File: src/rtl/video_timing_pkg.sv
`default_nettype none

package video_timing_pkg;

	// horizontal timing, all in pixel periods (one cend each)
	localparam int H_PERIOD  = 448;	// full line
	localparam int HBLNK_BEG = 0;	// video ends, blank begins
	localparam int HSYNC_BEG = 10;	// sync pulse begins
	localparam int HSYNC_END = 43;	// 33 periods of sync
	localparam int HBLNK_END = 84;	// back porch done
	localparam int HPIX_BEG  = 148;	// 64 periods of border after blank
	localparam int HPIX_END  = 404;	// 256 pixel periods wide

	// where the frame interrupt starts inside its line
	// moved a few periods to line it up with the cpu clock
	localparam int HINT_BEG  = 3;

	// vertical timing, in lines
	localparam int V_PERIOD  = 320;	// lines per frame
	localparam int VBLNK_BEG = 0;
	localparam int VSYNC_BEG = 8;
	localparam int VSYNC_END = 16;	// 8 lines of vsync
	localparam int VBLNK_END = 32;
	localparam int VPIX_BEG  = 64;
	localparam int VPIX_END  = 256;	// 192 visible lines

	// int_n low time, counted in pixel periods
	localparam int INT_LEN   = 32;

	// counter widths
	localparam int HCNT_W    = 9;	// 0..447
	localparam int VCNT_W    = 9;	// 0..319

endpackage

`default_nettype wire

File: src/rtl/video_color_pkg.sv
`default_nettype none

package video_color_pkg;

	// colour index is {bright, green, red, blue}
	localparam int COLOR_W = 4;

	// attribute byte layout
	// bits 2:0 ink, 5:3 paper, 6 bright, 7 flash (not used here)
	localparam int ATTR_INK_LSB   = 0;
	localparam int ATTR_PAPER_LSB = 3;
	localparam int ATTR_BRIGHT    = 6;

	// level forced during blanking
	localparam logic [COLOR_W-1:0] COLOR_BLACK = '0;

endpackage

`default_nettype wire

File: src/rtl/clock_strobes.sv
`default_nettype none

module clock_strobes
	import video_timing_pkg::*;
#(
	parameter int CEND_DIV = 4	// clk cycles per pixel period (at least 2)
)
(
	input  logic clk,
	input  logic reset,
	output logic pre_cend,	// one clk ahead of cend
	output logic cend	// pixel rate strobe
);

	localparam int DIV_W     = (CEND_DIV > 2) ? $clog2(CEND_DIV) : 1;
	localparam int LINE_CLKS = H_PERIOD * CEND_DIV;	// clk cycles per raster line

	logic [DIV_W-1:0] div_cnt;	// runs 0 .. CEND_DIV-1

	// pre_cend needs a slot of its own before cend,
	// and a whole line must stay well inside a 16 bit span
	initial assert (CEND_DIV >= 2 && LINE_CLKS < 2**16)
		else $fatal(1, "clock_strobes: bad CEND_DIV %0d", CEND_DIV);

	always_ff @(posedge clk)
	begin
		if (reset)
		begin
			div_cnt  <= '0;
			pre_cend <= 1'b0;
			cend     <= 1'b0;
		end
		else
		begin
			if (div_cnt == DIV_W'(CEND_DIV - 1))
				div_cnt <= '0;	// wrap
			else
				div_cnt <= div_cnt + 1'b1;
			pre_cend <= (div_cnt == DIV_W'(CEND_DIV - 2));	// sampled at count CEND_DIV-2
			cend     <= pre_cend;	// always exactly one clk later
		end
	end

	// the early strobes downstream depend on this pairing
	// cend has to land on the clk where the divider has just wrapped
	a_cend_after_pre: assert property (@(posedge clk) disable iff (reset)
		cend |-> $past(pre_cend) && div_cnt == '0);

endmodule

`default_nettype wire

File: src/rtl/line_sync.sv
`default_nettype none

// horizontal part of the raster
//
// hcount   0     10         43        84           148            404      447
//          |blank|---sync---|  porch  | border      | pixels        | border |
//
// all levels move on cend, the early strobes are built on pre_cend
// so that they land on the same clk as the matching cend
module line_sync
	import video_timing_pkg::*;
(
	input  logic clk,
	input  logic reset,
	input  logic init,	// read at cend, restarts the line from hcount 0
	input  logic cend,
	input  logic pre_cend,
	output logic hblank,
	output logic hsync,
	output logic hpix,	// pixel window along the line
	output logic line_start,	// end of hblank, used to restart the pixel phase
	output logic hsync_start,	// coincides with the cend that raises hsync
	output logic hint_start	// position of the frame interrupt in the line
);

	logic [HCNT_W-1:0] hcount;	// pixel period within the line

	// phase adjustable counter
	always_ff @(posedge clk)
	begin
		if (reset)
			hcount <= '0;
		else if (cend)
		begin
			if (init || hcount == HCNT_W'(H_PERIOD - 1))
				hcount <= '0;
			else
				hcount <= hcount + 1'b1;
		end
	end

	// blank and sync levels
	always_ff @(posedge clk)
	begin
		if (reset)
		begin
			hblank <= 1'b0;
			hsync  <= 1'b0;
		end
		else if (cend)
		begin
			if (hcount == HCNT_W'(HBLNK_BEG))
				hblank <= 1'b1;
			else if (hcount == HCNT_W'(HBLNK_END))
				hblank <= 1'b0;

			if (hcount == HCNT_W'(HSYNC_BEG))
				hsync <= 1'b1;
			else if (hcount == HCNT_W'(HSYNC_END))
				hsync <= 1'b0;
		end
	end

	// pixel window
	// an init inside the window lands on hcount 0, where blank starts,
	// so the window is closed there as well
	always_ff @(posedge clk)
	begin
		if (reset)
			hpix <= 1'b0;
		else if (cend)
		begin
			if (hcount == HCNT_W'(HPIX_BEG))
				hpix <= 1'b1;
			else if (hcount == HCNT_W'(HPIX_END) || hcount == HCNT_W'(HBLNK_BEG))
				hpix <= 1'b0;
		end
	end

	// one clk strobes, hcount here is the value the next cend will see
	always_ff @(posedge clk)
	begin
		if (reset)
		begin
			hsync_start <= 1'b0;
			line_start  <= 1'b0;
			hint_start  <= 1'b0;
		end
		else
		begin
			hsync_start <= pre_cend && (hcount == HCNT_W'(HSYNC_BEG));
			line_start  <= pre_cend && (hcount == HCNT_W'(HBLNK_END));
			hint_start  <= pre_cend && (hcount == HCNT_W'(HINT_BEG));
		end
	end

	// sync must sit inside blank
	a_hsync_in_blank: assert property (@(posedge clk) disable iff (reset)
		hsync |-> hblank);

	// pixels never overlap blank, also across an init
	a_hpix_not_blank: assert property (@(posedge clk) disable iff (reset)
		!(hpix && hblank));

endmodule

`default_nettype wire

File: src/rtl/frame_sync.sv
`default_nettype none

// vertical part of the raster, stepped once per line by hsync_start
// a line n starts at the hsync_start that sees vcount == n
module frame_sync
	import video_timing_pkg::*;
(
	input  logic clk,
	input  logic reset,
	input  logic cend,
	input  logic hsync_start,	// one per line
	input  logic hint_start,	// interrupt position in the line
	output logic vblank,
	output logic vsync,
	output logic vpix,	// visible lines
	output logic int_n	// frame interrupt, active low
);

	localparam int INT_W = $clog2(INT_LEN);

	logic [VCNT_W-1:0] vcount;	// line within the frame
	logic [INT_W-1:0]  int_cnt;	// pixel periods int_n has been low

	// line counter
	always_ff @(posedge clk)
	begin
		if (reset)
			vcount <= '0;
		else if (hsync_start)
		begin
			if (vcount == VCNT_W'(V_PERIOD - 1))
				vcount <= '0;
			else
				vcount <= vcount + 1'b1;
		end
	end

	// vertical levels, switched together with the line count
	always_ff @(posedge clk)
	begin
		if (reset)
		begin
			vblank <= 1'b0;
			vsync  <= 1'b0;
			vpix   <= 1'b0;
		end
		else if (hsync_start)
		begin
			if (vcount == VCNT_W'(VBLNK_BEG))
				vblank <= 1'b1;
			else if (vcount == VCNT_W'(VBLNK_END))
				vblank <= 1'b0;

			if (vcount == VCNT_W'(VSYNC_BEG))
				vsync <= 1'b1;
			else if (vcount == VCNT_W'(VSYNC_END))
				vsync <= 1'b0;

			if (vcount == VCNT_W'(VPIX_BEG))
				vpix <= 1'b1;
			else if (vcount == VCNT_W'(VPIX_END))
				vpix <= 1'b0;
		end
	end

	// frame interrupt
	// starts at the only hint_start of the frame with vcount at zero,
	// then runs for INT_LEN cend periods
	always_ff @(posedge clk)
	begin
		if (reset)
		begin
			int_n   <= 1'b1;
			int_cnt <= '0;
		end
		else if (hint_start && vcount == '0)
		begin
			int_n   <= 1'b0;
			int_cnt <= '0;
		end
		else if (!int_n && cend)
		begin
			if (int_cnt == INT_W'(INT_LEN - 1))
				int_n <= 1'b1;	// pulse over
			int_cnt <= int_cnt + 1'b1;
		end
	end

	// vsync is nested in vblank
	a_vsync_in_blank: assert property (@(posedge clk) disable iff (reset)
		vsync |-> vblank);

endmodule

`default_nettype wire

File: src/rtl/video_mixer.sv
`default_nettype none

module video_mixer
	import video_timing_pkg::*;
	import video_color_pkg::*;
(
	input  logic               clk,
	input  logic               reset,
	input  logic               cend,
	input  logic               hblank,
	input  logic               vblank,
	input  logic               hsync,
	input  logic               vsync,
	input  logic               hpix,
	input  logic               vpix,
	input  logic               line_start,
	input  logic [COLOR_W-2:0] border,	// {green, red, blue}
	input  logic [7:0]         pix_byte,	// sampled on the byte_req clk
	input  logic [7:0]         attr_byte,
	output logic               byte_req,	// one clk wide with no back-pressure
	output logic [COLOR_W-1:0] color,
	output logic               blank,
	output logic               csync
);

	logic [2:0]         phase;	// pixel within the current byte
	logic [7:0]         pix_shift;	// msb is the next pixel
	logic [7:0]         attr_reg;
	logic               window;
	logic               pix_bit;
	logic [7:0]         attr_cur;
	logic [COLOR_W-2:0] ink;
	logic [COLOR_W-2:0] paper;

	// the window must hold whole bytes
	initial assert ((HPIX_END - HPIX_BEG) % 8 == 0)
		else $fatal(1, "video_mixer: pixel window not a multiple of 8");

	assign window   = hpix && vpix;
	assign byte_req = cend && window && (phase == '0);	// every 8th cend in the window

	// on a load the fresh byte is shown straight away
	assign pix_bit  = byte_req ? pix_byte[7] : pix_shift[7];
	assign attr_cur = byte_req ? attr_byte : attr_reg;
	assign ink      = attr_cur[ATTR_INK_LSB +: COLOR_W-1];
	assign paper    = attr_cur[ATTR_PAPER_LSB +: COLOR_W-1];

	always_ff @(posedge clk)
	begin
		if (reset)
			phase <= '0;
		else if (line_start)
			phase <= '0;	// realign before every window
		else if (cend && window)
			phase <= phase + 1'b1;
	end

	// pixel and attribute data
	always_ff @(posedge clk)
	begin
		if (byte_req)
		begin
			pix_shift <= {pix_byte[6:0], 1'b0};	// bit 7 already used
			attr_reg  <= attr_byte;
		end
		else if (cend)
			pix_shift <= {pix_shift[6:0], 1'b0};
	end

	// colour and blank move on cend and csync on every clk
	always_ff @(posedge clk)
	begin
		if (reset)
		begin
			color <= COLOR_BLACK;
			blank <= 1'b0;
			csync <= 1'b0;
		end
		else
		begin
			if (cend)
			begin
				blank <= hblank || vblank;	// kept in step with color
				if (hblank || vblank)
					color <= COLOR_BLACK;
				else if (window)
					color <= {attr_cur[ATTR_BRIGHT], pix_bit ? ink : paper};
				else
					color <= {1'b0, border};	// border is never bright
			end
			csync <= hsync ^ vsync;
		end
	end

	// requests never fall into blanking
	a_req_visible: assert property (@(posedge clk) disable iff (reset)
		byte_req |-> !hblank && !vblank);

endmodule

`default_nettype wire

File: src/rtl/video_sync_top.sv
`default_nettype none

module video_sync_top
	import video_color_pkg::*;
#(
	parameter int CEND_DIV = 4	// clk cycles per pixel period
)
(
	input  logic               clk,
	input  logic               reset,
	input  logic               init,	// re-phases the line counter
	input  logic [COLOR_W-2:0] border,
	input  logic [7:0]         pix_byte,
	input  logic [7:0]         attr_byte,
	output logic               hsync,
	output logic               vsync,
	output logic               csync,
	output logic               blank,
	output logic [COLOR_W-1:0] color,
	output logic               int_n,
	output logic               byte_req
);

	logic pre_cend;
	logic cend;
	logic hblank;
	logic hpix;
	logic line_start;
	logic hsync_start;
	logic hint_start;
	logic vblank;
	logic vpix;

	// pixel strobes
	clock_strobes #(
		.CEND_DIV (CEND_DIV)
	) u_strobes (
		.clk      (clk),
		.reset    (reset),
		.pre_cend (pre_cend),
		.cend     (cend)
	);

	line_sync u_line (
		.clk         (clk),
		.reset       (reset),
		.init        (init),
		.cend        (cend),
		.pre_cend    (pre_cend),
		.hblank      (hblank),
		.hsync       (hsync),
		.hpix        (hpix),
		.line_start  (line_start),
		.hsync_start (hsync_start),
		.hint_start  (hint_start)
	);

	frame_sync u_frame (
		.clk         (clk),
		.reset       (reset),
		.cend        (cend),
		.hsync_start (hsync_start),
		.hint_start  (hint_start),
		.vblank      (vblank),
		.vsync       (vsync),
		.vpix        (vpix),
		.int_n       (int_n)
	);

	video_mixer u_mixer (
		.clk        (clk),
		.reset      (reset),
		.cend       (cend),
		.hblank     (hblank),
		.vblank     (vblank),
		.hsync      (hsync),
		.vsync      (vsync),
		.hpix       (hpix),
		.vpix       (vpix),
		.line_start (line_start),
		.border     (border),
		.pix_byte   (pix_byte),
		.attr_byte  (attr_byte),
		.byte_req   (byte_req),
		.color      (color),
		.blank      (blank),
		.csync      (csync)
	);

endmodule

`default_nettype wire

File: config.mk
export PLATFORM = sky130hd
export DESIGN_NAME = video_sync_top
export DESIGN_NICKNAME = d
export VERILOG_FILES = /design/src/rtl/video_timing_pkg.sv /design/src/rtl/video_color_pkg.sv /design/src/rtl/clock_strobes.sv /design/src/rtl/line_sync.sv /design/src/rtl/frame_sync.sv /design/src/rtl/video_mixer.sv /design/src/rtl/video_sync_top.sv
export SDC_FILE = /design/constraint.sdc
export NUM_CORES = 1
export LEC_CHECK = 0
export ABC_CLOCK_PERIOD_IN_PS = 2640
export CAP_MARGIN = 15
export CORE_MARGIN = 2
export CORE_UTILIZATION = 42
export DETAILED_ROUTE_END_ITERATION = 16
export DONT_BUFFER_PORTS = 1
export SLEW_MARGIN = 20
export SYNTH_ARGS = -nofsm -noshare
export SYNTH_HDL_FRONTEND = slang
export SYNTH_SLANG_ARGS = --single-unit
File: constraint.sdc
create_clock -name clk -period 2.64 [get_ports clk]
set_clock_uncertainty 0.1 [all_clocks]
set_input_delay 0.132 -clock clk [delete_from_list [all_inputs] [get_ports clk]]
set_output_delay 0.132 -clock clk [all_outputs]
set_load 0.005 [all_outputs]
==> results.py <==
metrics = {
    "worst_setup_path": {
        "rr_endpoint": "u_frame.vblank",
        "end_kind": "flop",
        "path_delay_family": "simple AND/OR/NAND/NOR gates",
        "crit_type": "flop to flop",
        "slowest_stage": "or4b_1",
        "start_kind": "flop",
        "required_ns": 2.76,
        "cp_max_fo": 5,
        "rr_worst_depth": 5,
        "r2r_setup_slack_ns": 0.63,
        "reg2reg_from": "u_frame.vcount[0]",
        "slowest_delay_ns": 0.54,
        "crit_cells": 5,
        "crit_buf_inv": 1,
        "crit_path_cell_trace": "inv_1 -> ha_1 -> or4b_1 -> nor4_1 -> mux2_2",
        "crit_arrival_ns": 2.13,
    },
    "cts": {
        "post_cts_buffers": 0,
        "worstSkewPairLatency_ns": 0.33,
        "cts_sinks": 60,
        "path_clk_slew_ns": 0.06,
        "clk_path_buf_depth": 2,
        "cts_root_buffer": "clkbuf_8",
        "cts_buffers": 9,
        "cts_htree_levels": 3,
        "cts_tree": "done",
    },
    "floorplanning": {
        "die_w_um": 84.6,
        "rows": 29,
        "core_mm2": 0.00631,
        "initial_core_util_pct": 43.2,
        "dieArea_mm2": 0.00716,
        "die_y_um": 84.6,
        "io_pins": 32,
    },
    "timing": {
        "period_needed_ns": 2.01,
        "finalSetupViolCount": 0,
        "fin_crit_sh_pct": 76.2,
        "slew_viol_final": 0,
        "worst_pin_slew_ns": 0.810,
        "setup_tns_ns": 0,
        "clock.fmax_mhz": 497,
        "relSlewSlack_pct": 45.8,
        "finalHoldViolations": 0,
        "rsz0062_at_grt": "no",
    },
    "pwr": {
        "p_leak_uw": 0.00114,
        "ir_drop_mv": 0.496,
        "p_per_area_mw_per_mm2": 557,
        "total_power_uw": 1770,
    },
    "worst_hold_path": {
        "hold_end": "u_mixer.color[1]",
        "hp-start": "attr_byte[4]",
        "min_path_type": "input port to flop",
        "hold_depth": 3,
    },
    "synthesis": {
        "syn_area_mm2": 0.00273,
        "seq_area_frac_synth_pct": 46.6,
        "synth_area_per_cell_um2": 9.89,
        "synth_cell_type_count": 42,
        "synth.top_cell.area_share_pct": 38.9,
        "synth-main-ff-cell": "dfxtp_1",
        "synth_cells": 276,
        "yosysWarnings": 0,
        "synth_fp_nets": 309,
        "synth_area_leaders": "dfxtp_1, edfxtp_1, mux2_2, ha_1, mux2i_1",
        "ys_ff_latch": 60,
        "synthArstFlopShare_pct": 0,
        "synth_largest_area_cell": "dfxtp_1",
        "synth-edff-count": 7,
    },
    "global_route": {
        "grt_max_degree": 23,
        "grt_pass1_wl_um": 8690,
        "gr-total-overflow": 0,
        "met1_usage_pct": 18.0,
        "track_usage_pct": 15.2,
        "grtUsageMet3_pct": 7.08,
        "antenna_found_initial": 0,
        "grt_pass1_vias": 1960,
        "busiest_layer": "met2",
        "met2_usage_pct": 24.5,
    },
    "placed_design": {
        "placedInstanceArea_mm2": 0.00281,
        "gp_congestion": 0.768,
        "hpwl_um": 3480,
        "io_buffers": 0,
    },
    "route": {
        "num_vias": 2031,
        "wl_per_cell_um": 13.4,
        "drtPass1Iterations": 4,
        "drtAntennaViolNets": 0,
        "drtIter0Drc": 130,
        "remaining_drc_errors": 0,
        "drt-total-wl_um": 5100,
        "vias_per_cell": 5.33,
    },
    "layout": {
        "fillCellCount": 601,
        "areaGrowthSynthToFinish_pct": 16.5,
        "finish.utilization_pct": 50.4,
        "layout.nets": 332,
        "stdcell_area_mm2": 0.00318,
        "antenna_cells": 0,
        "drive_gt1_share_pct": 13.2,
        "reg_top3": "u_frame.vcount x9, u_line.hcount x9",
    },
    "status": {
        "outcome": "finished clean",
    },
    "flow_run": {
        "maxCapViolCount": 0,
    },
}
[cell families (layout without fill, tap and decap cells)]
family	count (synthesis)	count (layout)	synth area share, %
simple gates	103	103	20.7
flops	60	60	46.6
compound gates	41	41	9.62
mux	28	28	11.0
buf+inv	20	48	2.89
xor+xnor	13	13	4.17
fa+ha+maj	11	11	5.04
[worst min-delay path, stage by stage]
cell and delay, ns:
mux2i_1 0.10, mux2_2 0.15, o21ai_0 0.06
[Yosys cell counts (2+ instances only)]
cell type   n
o311ai_0    2
buf_1       3
nand3b_1    2
o21ai_0    14
nand2_1    17
dfxtp_1    53
xor2_1      8
or4_1       4
nor2_1     20
nand3_1    10
nor3_1      9
ha_1       11
o31ai_1     3
a32oi_1     3
mux2_2     17
nor4_1      2
a21oi_1    12
mux2i_1    11
nand4b_1    2
edfxtp_1    7
buf_2       3
nand4_1     7
xnor2_1     5
nor2b_1     6
inv_1      10
a31oi_1     2
nand2b_1    6
or3b_2      3
or3_1       8
clkbuf_1    4
[layout make-up]
type / count / area, um2 / area share, %
multi-input cells: 196 / 1380 / 43.4
flip-flops and latches: 60 / 1270 / 40.0
repair buffers: 22 / 213 / 6.69
clock buffers: 9 / 124 / 3.90
well taps: 77 / 96.3 / 3.03
clock inverters: 7 / 57.6 / 1.81
inverters: 10 / 37.5 / 1.18
[per-layer routing]
layer | vias up | part of all wire (%)
met5 | - | 0
met4 | 0 | 0.35
met3 | 3 | 6.6
met2 | 44 | 47
met1 | 932 | 46
li1 | 1052 | -
[placed cells by master (no fill, tap or decap), types with 4 or more instances in the layout]
cell	instances
xor2_1	8
nand2_1	17
dfxtp_1	53
nor2_1	20
xnor2_1	5
clkinv_2	4
nand4_1	7
nor2b_1	6
clkbuf_8	9
mux2_2	17
a21oi_1	12
or4_1	4
nor3_1	9
mux2i_1	11
ha_1	11
or3_1	8
dlygate4sd3_1	19
o21ai_0	14
edfxtp_1	7
nand2b_1	6
nand3_1	10
inv_1	10
[metrics by stage]
step / instances / hold slack [ns] / setup WS [ns]
final: 381 / 0.0518 / 0.628
after global routing: 381 / 0.0610 / 0.519
after CTS: 381 / 0.0377 / 0.636
after detailed placement: 346 / 0.109 / 0.658
after global placement: 346 / 0.108 / 0.665
after floorplan: 276 / 0.178 / 0.665
[how the worst max path moves through the flow]
| stage | startpoint | endpoint | slack [ns] |
|---|---|---|---|
| floorplan | u_mixer.phase[0] | u_mixer.pix_shift[2] | 0.66 |
| global placement | u_frame.vcount[0] | u_frame.vblank | 0.66 |
| detailed placement | u_frame.vcount[0] | u_frame.vblank | 0.66 |
| CTS | u_frame.vcount[0] | u_frame.vblank | 0.64 |
| global route | u_line.hcount[0] | u_line.hcount[0] | 0.52 |
| finish | u_frame.vcount[0] | u_frame.vblank | 0.63 |
[what timing repair did]
item / 4_1_cts / 5_1_grt
hold endpoints to repair: 49 / 0
hold buffers: 19 / 0
endpoints found under the setup margin: 0 / 0
gates resized for setup: 0 / 0
[where the power goes]
part           leakage (uW)  internal, uW  switching, uW
Combinational      0.000553          37.8           31.7
Sequential         0.000493           932           8.29
Clock             0.0000976           422            338
Total               0.00114          1390            378
No activity file was read; power rests on OpenSTA's default activity.
